===== src/hw/adpll_pkg.sv =====
package adpll_pkg;

    localparam int ACCUM_W = 12;    // nco phase bits, sets the square wave
    localparam int PD_W    = 8;     // signed detector offset
    localparam int KP_W    = 5;     // proportional gain, unsigned
    localparam int KP_FRAC = 4;     // fractional bits of kp
    localparam int KI_W    = 8;     // integral gain, unsigned
    localparam int KI_FRAC = 7;     // fractional bits of ki
    localparam int INTEG_W = 20;    // signed integrator, saturating

    // detector output, err only meaningful while valid is high
    typedef struct packed {
        logic signed [PD_W-1:0] err;    // + when reference leads
        logic                   valid;  // one-cycle strobe
    } pd_result_t;

    // run-time loop gains, shared by both loops
    typedef struct packed {
        logic [KP_W-1:0] kp;    // q1.4
        logic [KI_W-1:0] ki;    // q1.7
    } loop_gains_t;

    typedef enum logic [1:0] {
        PD_IDLE,        // waiting for the first edge
        PD_REF_LEAD,    // reference edge seen, counting to generated edge
        PD_GEN_LEAD     // generated edge seen, counting to reference edge
    } pd_state_t;

endpackage


===== src/hw/phase_accum.sv =====
`timescale 1ns/1ps

module phase_accum #(
    parameter int WIDTH = adpll_pkg::ACCUM_W
) (
    input  logic             fpga_clk_i,
    input  logic             reset_i,
    input  logic [WIDTH-1:0] k_val_i,   // frequency word
    output logic             clk_o,     // square wave, period 2^WIDTH/k
    output logic             div8_o     // same wave divided by 8
);

    // three extra msbs give the divide-by-8 for free
    logic [WIDTH+2:0] accum_q;

    always_ff @(posedge fpga_clk_i) begin
        if (reset_i) begin
            accum_q <= '0;  // all clock outputs start low
        end else begin
            accum_q <= accum_q + {3'b000, k_val_i}; // wraps naturally
        end
    end

    assign clk_o  = accum_q[WIDTH-1];   // register bit, glitch free
    assign div8_o = accum_q[WIDTH+2];

    // a zero word would stall the oscillator and the loop behind it
    k_val_nonzero_a : assert property (
        @(posedge fpga_clk_i) disable iff (reset_i)
        k_val_i != '0
    ) else $error("phase_accum: frequency word is zero");

endmodule


===== src/hw/phase_detector.sv =====
`timescale 1ns/1ps

module phase_detector #(
    parameter int WIDTH = adpll_pkg::PD_W
) (
    input  logic                  fpga_clk_i,
    input  logic                  reset_i,
    input  logic                  reference_i,  // clock-like, fabric register
    input  logic                  generated_i,  // clock-like, fabric register
    output adpll_pkg::pd_result_t result_o
);

    localparam logic [WIDTH-1:0] CNT_MAX = {1'b0, {(WIDTH-1){1'b1}}};   // 2^(W-1)-1

    logic [1:0]            ref_sync_q;  // two-flop synchroniser
    logic [1:0]            gen_sync_q;
    logic                  ref_prev_q;  // edge flop
    logic                  gen_prev_q;
    logic                  ref_edge;
    logic                  gen_edge;
    adpll_pkg::pd_state_t  state_q;
    logic [WIDTH-1:0]      count_q;     // cycles since leading edge
    logic [WIDTH-1:0]      count_inc;
    adpll_pkg::pd_result_t result_q;

    always_ff @(posedge fpga_clk_i) begin
        if (reset_i) begin
            ref_sync_q <= '0;
            gen_sync_q <= '0;
            ref_prev_q <= 1'b0;
            gen_prev_q <= 1'b0;
        end else begin
            ref_sync_q <= {ref_sync_q[0], reference_i};
            gen_sync_q <= {gen_sync_q[0], generated_i};
            ref_prev_q <= ref_sync_q[1];
            gen_prev_q <= gen_sync_q[1];
        end
    end

    assign ref_edge  = ref_sync_q[1] & ~ref_prev_q;    // rising only
    assign gen_edge  = gen_sync_q[1] & ~gen_prev_q;
    assign count_inc = (count_q == CNT_MAX) ? CNT_MAX : count_q + 1'b1;    // saturate

    always_ff @(posedge fpga_clk_i) begin
        if (reset_i) begin
            state_q  <= adpll_pkg::PD_IDLE;
            count_q  <= '0;
            result_q <= '0;
        end else begin
            result_q.valid <= 1'b0; // strobe by default
            case (state_q)
                adpll_pkg::PD_IDLE: begin
                    if (ref_edge && gen_edge) begin
                        result_q.err   <= '0;   // coincident, in phase
                        result_q.valid <= 1'b1;
                    end else if (ref_edge) begin
                        state_q <= adpll_pkg::PD_REF_LEAD;
                        count_q <= WIDTH'(1);
                    end else if (gen_edge) begin
                        state_q <= adpll_pkg::PD_GEN_LEAD;
                        count_q <= WIDTH'(1);
                    end
                end
                adpll_pkg::PD_REF_LEAD: begin
                    if (gen_edge) begin
                        result_q.err   <= signed'(count_q);    // gen lags, speed up
                        result_q.valid <= 1'b1;
                        state_q        <= adpll_pkg::PD_IDLE;
                    end else begin
                        count_q <= count_inc;
                    end
                end
                adpll_pkg::PD_GEN_LEAD: begin
                    if (ref_edge) begin
                        result_q.err   <= -signed'(count_q);   // gen leads, slow down
                        result_q.valid <= 1'b1;
                        state_q        <= adpll_pkg::PD_IDLE;
                    end else begin
                        count_q <= count_inc;
                    end
                end
                default: state_q <= adpll_pkg::PD_IDLE;
            endcase
        end
    end

    assign result_o = result_q;

    // filter consumes one strobe per measurement
    valid_single_a : assert property (
        @(posedge fpga_clk_i) disable iff (reset_i)
        result_q.valid |=> !result_q.valid
    ) else $error("phase_detector: valid held for two cycles");

endmodule


===== src/hw/pi_loop_filter.sv =====
`timescale 1ns/1ps

module pi_loop_filter #(
    parameter int WIDTH = adpll_pkg::ACCUM_W,
    parameter int BIAS  = 154
) (
    input  logic                   fpga_clk_i,
    input  logic                   reset_i,
    input  logic                   enable_i,    // level, low holds bias
    input  adpll_pkg::loop_gains_t gains_i,
    input  adpll_pkg::pd_result_t  err_i,
    output logic [WIDTH-1:0]       k_val_o      // frequency word for the nco
);

    localparam int IW    = adpll_pkg::INTEG_W;
    localparam int EW    = adpll_pkg::PD_W;
    localparam int SUM_W = IW + 2;  // room for bias + both terms

    localparam logic signed [IW:0]      INTEG_MAX = 2**(IW-1) - 1;
    localparam logic signed [IW:0]      INTEG_MIN = -(2**(IW-1));
    localparam logic signed [SUM_W-1:0] BIAS_S    = SUM_W'(BIAS);
    localparam logic signed [SUM_W-1:0] K_MAX     = 2**WIDTH - 1;

    logic signed [adpll_pkg::KP_W:0]    kp_s;       // gains made signed, always positive
    logic signed [adpll_pkg::KI_W:0]    ki_s;
    logic signed [adpll_pkg::KP_W+EW:0] kp_prod;
    logic signed [adpll_pkg::KI_W+EW:0] ki_prod;
    logic signed [IW:0]                 integ_sum;  // one guard bit
    logic signed [IW-1:0]               integ_next;
    logic signed [SUM_W-1:0]            word_sum;
    logic [WIDTH-1:0]                   word_clamped;
    logic signed [IW-1:0]               integ_q;
    logic [WIDTH-1:0]                   k_q;

    assign kp_s    = {1'b0, gains_i.kp};
    assign ki_s    = {1'b0, gains_i.ki};
    assign kp_prod = kp_s * err_i.err;
    assign ki_prod = ki_s * err_i.err;

    always_comb begin
        integ_sum = integ_q + ki_prod;
        if (integ_sum > INTEG_MAX) begin
            integ_next = IW'(INTEG_MAX);    // clip high
        end else if (integ_sum < INTEG_MIN) begin
            integ_next = IW'(INTEG_MIN);    // clip low
        end else begin
            integ_next = IW'(integ_sum);
        end
        // arithmetic shifts drop the fractional bits
        word_sum = BIAS_S + (kp_prod >>> adpll_pkg::KP_FRAC)
                 + (integ_next >>> adpll_pkg::KI_FRAC);
        if (word_sum < 1) begin
            word_clamped = WIDTH'(1);   // never stop the nco
        end else if (word_sum > K_MAX) begin
            word_clamped = WIDTH'(K_MAX);
        end else begin
            word_clamped = WIDTH'(word_sum);
        end
    end

    always_ff @(posedge fpga_clk_i) begin
        if (reset_i) begin
            integ_q <= '0;
            k_q     <= WIDTH'(BIAS);
        end else if (!enable_i) begin
            integ_q <= '0;              // open loop, free-run at bias
            k_q     <= WIDTH'(BIAS);
        end else if (err_i.valid) begin
            integ_q <= integ_next;      // update only on a measurement
            k_q     <= word_clamped;
        end
    end

    assign k_val_o = k_q;

    k_val_nonzero_a : assert property (
        @(posedge fpga_clk_i) disable iff (reset_i)
        k_q != '0
    ) else $error("pi_loop_filter: control word reached zero");

endmodule


===== src/hw/adpll_core.sv =====
`timescale 1ns/1ps

module adpll_core #(
    parameter int WIDTH = adpll_pkg::ACCUM_W,
    parameter int BIAS  = 154
) (
    input  logic                   fpga_clk_i,
    input  logic                   reset_i,
    input  logic                   enable_i,
    input  adpll_pkg::loop_gains_t gains_i,
    input  adpll_pkg::pd_result_t  err_i,       // from the detector outside
    output logic                   gen_clk_o,
    output logic                   gen_div8_o,  // fed back to the detector
    output logic [WIDTH-1:0]       k_val_o      // exposed to watch lock
);

    logic [WIDTH-1:0] k_val;

    pi_loop_filter #(
        .WIDTH (WIDTH),
        .BIAS  (BIAS)
    ) u_filter (
        .fpga_clk_i (fpga_clk_i),
        .reset_i    (reset_i),
        .enable_i   (enable_i),
        .gains_i    (gains_i),
        .err_i      (err_i),
        .k_val_o    (k_val)
    );

    // controlled oscillator, word straight from the filter
    phase_accum #(
        .WIDTH (WIDTH)
    ) u_nco (
        .fpga_clk_i (fpga_clk_i),
        .reset_i    (reset_i),
        .k_val_i    (k_val),
        .clk_o      (gen_clk_o),
        .div8_o     (gen_div8_o)
    );

    assign k_val_o = k_val;

endmodule


===== src/hw/coupled_adpll_top.sv =====
`timescale 1ns/1ps

module coupled_adpll_top #(
    parameter int ACCUM_WIDTH = adpll_pkg::ACCUM_W,
    parameter int PD_WIDTH    = adpll_pkg::PD_W,
    parameter int BIAS        = 154     // nominal word of both loops
) (
    input  logic                   fpga_clk_i,
    input  logic                   reset_i,
    input  logic                   enable_i,    // runs both loops
    input  adpll_pkg::loop_gains_t gains_i,
    input  logic [ACCUM_WIDTH-1:0] ref_k_i,     // reference frequency word
    output logic                   ref_clk_o,
    output logic                   gen_a_o,
    output logic                   div8_a_o,
    output logic                   gen_b_o,
    output logic                   div8_b_o,
    output adpll_pkg::pd_result_t  err_a_o,
    output adpll_pkg::pd_result_t  err_b_o,
    output logic [ACCUM_WIDTH-1:0] k_a_o,
    output logic [ACCUM_WIDTH-1:0] k_b_o
);

    // internal reference, its div8 is unused
    phase_accum #(.WIDTH(ACCUM_WIDTH)) u_ref_osc (
        .fpga_clk_i (fpga_clk_i),
        .reset_i    (reset_i),
        .k_val_i    (ref_k_i),
        .clk_o      (ref_clk_o),
        .div8_o     ()
    );

    phase_detector #(.WIDTH(PD_WIDTH)) pd_a (
        .fpga_clk_i  (fpga_clk_i),
        .reset_i     (reset_i),
        .reference_i (ref_clk_o),
        .generated_i (div8_a_o),    // A runs at 8x the reference
        .result_o    (err_a_o)
    );

    adpll_core #(.WIDTH(ACCUM_WIDTH), .BIAS(BIAS)) core_a (
        .fpga_clk_i (fpga_clk_i),
        .reset_i    (reset_i),
        .enable_i   (enable_i),
        .gains_i    (gains_i),
        .err_i      (err_a_o),
        .gen_clk_o  (gen_a_o),
        .gen_div8_o (div8_a_o),
        .k_val_o    (k_a_o)
    );

    // second stage follows A, not the reference
    phase_detector #(.WIDTH(PD_WIDTH)) pd_b (
        .fpga_clk_i  (fpga_clk_i),
        .reset_i     (reset_i),
        .reference_i (div8_a_o),
        .generated_i (div8_b_o),
        .result_o    (err_b_o)
    );

    adpll_core #(.WIDTH(ACCUM_WIDTH), .BIAS(BIAS-1)) core_b (    // off by one, must pull in
        .fpga_clk_i (fpga_clk_i),
        .reset_i    (reset_i),
        .enable_i   (enable_i),
        .gains_i    (gains_i),
        .err_i      (err_b_o),
        .gen_clk_o  (gen_b_o),
        .gen_div8_o (div8_b_o),
        .k_val_o    (k_b_o)
    );

endmodule


===== config.mk =====
export PLATFORM = sky130hd
export DESIGN_NAME = coupled_adpll_top
export DESIGN_NICKNAME = d
export VERILOG_FILES = /design/src/hw/adpll_pkg.sv /design/src/hw/phase_accum.sv /design/src/hw/phase_detector.sv /design/src/hw/pi_loop_filter.sv /design/src/hw/adpll_core.sv /design/src/hw/coupled_adpll_top.sv
export SDC_FILE = /design/constraint.sdc
export NUM_CORES = 1
export LEC_CHECK = 0
export ABC_CLOCK_PERIOD_IN_PS = 25600
export BUFFER_PORTS_ARGS = -buffer_cell sky130_fd_sc_hd__clkbuf_2
export CORE_MARGIN = 3
export CORE_UTILIZATION = 43
export DETAILED_ROUTE_END_ITERATION = 6
export PLACE_DENSITY = 0.55
export REMOVE_ABC_BUFFERS = 1
export SYNTH_ARGS = -nofsm -noshare
export SYNTH_HDL_FRONTEND = slang
export SYNTH_SLANG_ARGS = --single-unit

===== constraint.sdc =====
create_clock -name fpga_clk_i -period 25.6 [get_ports fpga_clk_i]
set_input_delay 5.12 -clock fpga_clk_i [delete_from_list [all_inputs] [get_ports fpga_clk_i]]
set_output_delay 5.12 -clock fpga_clk_i [all_outputs]
set_load 0.01 [all_outputs]

==> impl_metrics.ini <==
[status]
status = finished clean

[global_route]
grt_pass1_vias = 14500
grt_max_degree = 72
grt_pass1_wl_mm = 70.6
antenna_found_initial = 1
grt.overflow.total = 0
grt_usage_pct = 19.4

[min_path]
min_from = pd_a.ref_sync_q[0]
hold_path.class = reg -> reg

[die]
dieArea_um2 = 44100
io_pins = 75
rows = 74
core_area_um2 = 40900
start_util_pct = 43.7
die_width_um = 210
fp.dieH_um = 210

[final_layout]
layout_common_cells = 265 x ha_1, 255 x inv_1, 160 x nand2_1, 160 x fa_1, 153 x dfxtp_1
final_common_cell = ha_1
drive_gt1_share_pct = 6.31
final_nets = 2578
fillers = 4056
synthToLayoutAreaGrowth_pct = 7.85
num_antenna_cells = 0
fin_util_pct = 47.1

[synth]
seq_area_frac_synth_pct = 17.1
avgSynthCellArea_um2 = 8.52
synthDistinctLibCells = 79
synth_cells = 2100
async_flop_share_pct = 0
ys.flop_type = dfxtp_1
synth_area_um2 = 17900
ys_ff_latch = 153
synth-edff-count = 0
yosys_warnings = 0

[setup_path]
critPathCaptureType = flop
slowest_stage = xnor2_1
crit_path_frequent_cell = fa_1
worstRegToRegCells = 28
r2r_slack_ns = 15.97
critPathKind = in -> reg
critPathLaunch = gains_i[0]
critPathRequiredTime_ns = 25.91
cp.arrival_ns = 13.85
rr_startpoint = pd_a.result_o[8]
start_kind = input port
worstSetupEndpoint = core_a.u_filter.k_val_o[1]
worstPathMaxFanout = 16
r2r-end = core_a.u_filter.k_val_o[1]
worst_path_largest_cell_delay_ns = 0.71

[power_and_ir_drop]
ir_drop_uv = 50.5
p_leak_nw = 9.78
powerDensity_nw_per_um2 = 55.3
power_mw = 1.07

[clocking]
cts_buffer_depth = 2
cts.sinks = 153
cts_buffers = 17
post_cts_buffers = 0
htreeDepth = 4
cts_resized = 0
holdBufCountCts = 0
cts_tree = yes
path_clk_slew_ns = 0.07
clkLatencyLatePin_ns = 0.46
ctsRootBufferMaster = clkbuf_16

[sta]
fmaxAchievable_mhz = 73.9
fin_ws_ns = 12.06
rsz0062_at_grt = no
finalHoldViolations = 0
finalCritPeriodShare_pct = 52.9
drv_slew = 0
fin_crit_ns = 13.54
final-setup-viol-count = 0
relSlewSlack_pct = 25.5
tightest_slew_ns = 1.11
timing.setup.tns_ns = 0
skew_ns = 0.00891
fin_hold_ws_ns = 0.442

[placed_design]
pre_cts_slack_ns = 11.57
hpwl_mm = 32.4
port_buffers = 74
place_congestion = 0.846

[routing]
drtIter0Drc = 714
first_pass_iters = 5
drc_errors = 0
antenna_left = 0
wl_per_cell_um = 15.6
via_per_inst = 5.32
wl_mm = 41.5
vias = 14200

[job]
cap_viol_max_count = 0
-- power breakdown --
| group | internal, mW | switching [mW] | leakage [nW] |
|---|---|---|---|
| combinational | 0.218 | 0.311 | 8.25 |
| sequential | 0.254 | 0.0193 | 1.24 |
| clock | 0.146 | 0.117 | 0.286 |
| total | 0.618 | 0.447 | 9.78 |
-- Yosys cell counts, types with 6 or more instances --
| cell | number | area [um^2] |
|---|---|---|
| o21ai_0 | 120 | 601 |
| clkbuf_1 | 72 | 270 |
| ha_1 | 265 | 3320 |
| xor2_1 | 56 | 490 |
| nor2_1 | 149 | 559 |
| nor3_1 | 46 | 230 |
| and3_1 | 12 | 75.1 |
| and2_1 | 118 | 738 |
| nand2_1 | 160 | 601 |
| a31oi_1 | 12 | 75.1 |
| o21a_1 | 17 | 128 |
| a211oi_1 | 41 | 308 |
| a21oi_1 | 115 | 576 |
| a21o_1 | 27 | 203 |
| nand2b_1 | 21 | 131 |
| dfxtp_1 | 153 | 3060 |
| a311oi_1 | 6 | 52.6 |
| o21bai_1 | 10 | 75.1 |
| a22o_1 | 10 | 87.6 |
| o211ai_1 | 8 | 60.1 |
| nand4_1 | 9 | 56.3 |
| a41oi_1 | 7 | 61.3 |
| nor2b_1 | 34 | 213 |
| inv_1 | 255 | 957 |
| maj3_1 | 18 | 180 |
| nand3_1 | 27 | 135 |
| fa_1 | 160 | 3200 |
| or3_1 | 20 | 125 |
| xnor2_1 | 46 | 403 |
| o31ai_1 | 10 | 75.1 |
| a22oi_1 | 12 | 90.1 |
-- cell type report --
type	instances	area, um^2	share of cell area [%]
multi-input combinational	1614	13600	70.3
sequential	153	3060	15.9
inverter	255	957	4.96
tap	532	666	3.45
timing repair buffer	84	448	2.32
clock buffer	17	425	2.21
clock inverter	15	166	0.863
-- critical path, delay by kind of cell --
kind | cells | cell delay, ns
adder cells (fa/ha/maj) | 9 | 3.77
AO/OA/AOI/OAI | 11 | 2.60
buffers and inverters | 4 | 0.40
XOR/XNOR | 1 | 0.71
AND/OR/NAND/NOR | 4 | 1.24
-- worst min-delay path by stage --
stage                              end  slack (ns)  cells past startpoint
finish              pd_a.ref_sync_q[1]        0.44                      1
global route        pd_a.ref_sync_q[1]        0.46                      1
CTS                 pd_a.ref_sync_q[1]        0.44                      1
detailed placement  pd_a.ref_sync_q[1]        0.43                      1
global placement    pd_a.ref_sync_q[1]        0.42                      1
floorplan           pd_a.ref_sync_q[1]        0.41                      1
-- cell families (layout without fill, tap and decap cells) --
kind of cell    count (synthesis)  count (layout)  synth area share [%]
mux                             5               5                 0.287
xor+xnor                      103             103                  5.09
compound gates                440             440                  15.8
simple gates                  622             622                  17.2
fa+ha+maj                     444             444                  37.5
flops                         153             153                  17.1
buf+inv                       333             371                  7.05
-- through the flow --
stage | area, um^2 | instances
finish | 19300 | 2670
global route | 19300 | 2670
CTS | 19300 | 2670
detailed placement | 18700 | 2638
global placement | 18700 | 2638
floorplan | 17600 | 2022
-- sequential cells by signal, summed over array words and instances, names as in the netlist, 2 cells and up --
signal                   count
core_b.u_filter.k_val_o     12
pd_b.result_o                9
pd_a.state_q                 2
pd_a.count_q                 8
pd_b.gen_sync_q              2
core_a.u_filter.integ_q     20
u_ref_osc.accum_q           12
pd_b.state_q                 2
core_a.u_filter.k_val_o     12
pd_b.ref_sync_q              2
core_a.u_nco.accum_q        15
pd_a.ref_sync_q              2
core_b.u_nco.accum_q        15
pd_a.result_o                9
core_b.u_filter.integ_q     20
pd_b.count_q                 8
-- layer usage --
metal / up-vias / GRT usage, % / wire (um)
met5: - / 0 / 11
met1: 6819 / 26.3 / 20000
met2: 190 / 32.8 / 19600
met4: 2 / 4.18 / 467
li1: 7152 / - / -
met3: 31 / 3.29 / 1440
Power figures use the tool's default switching activity.
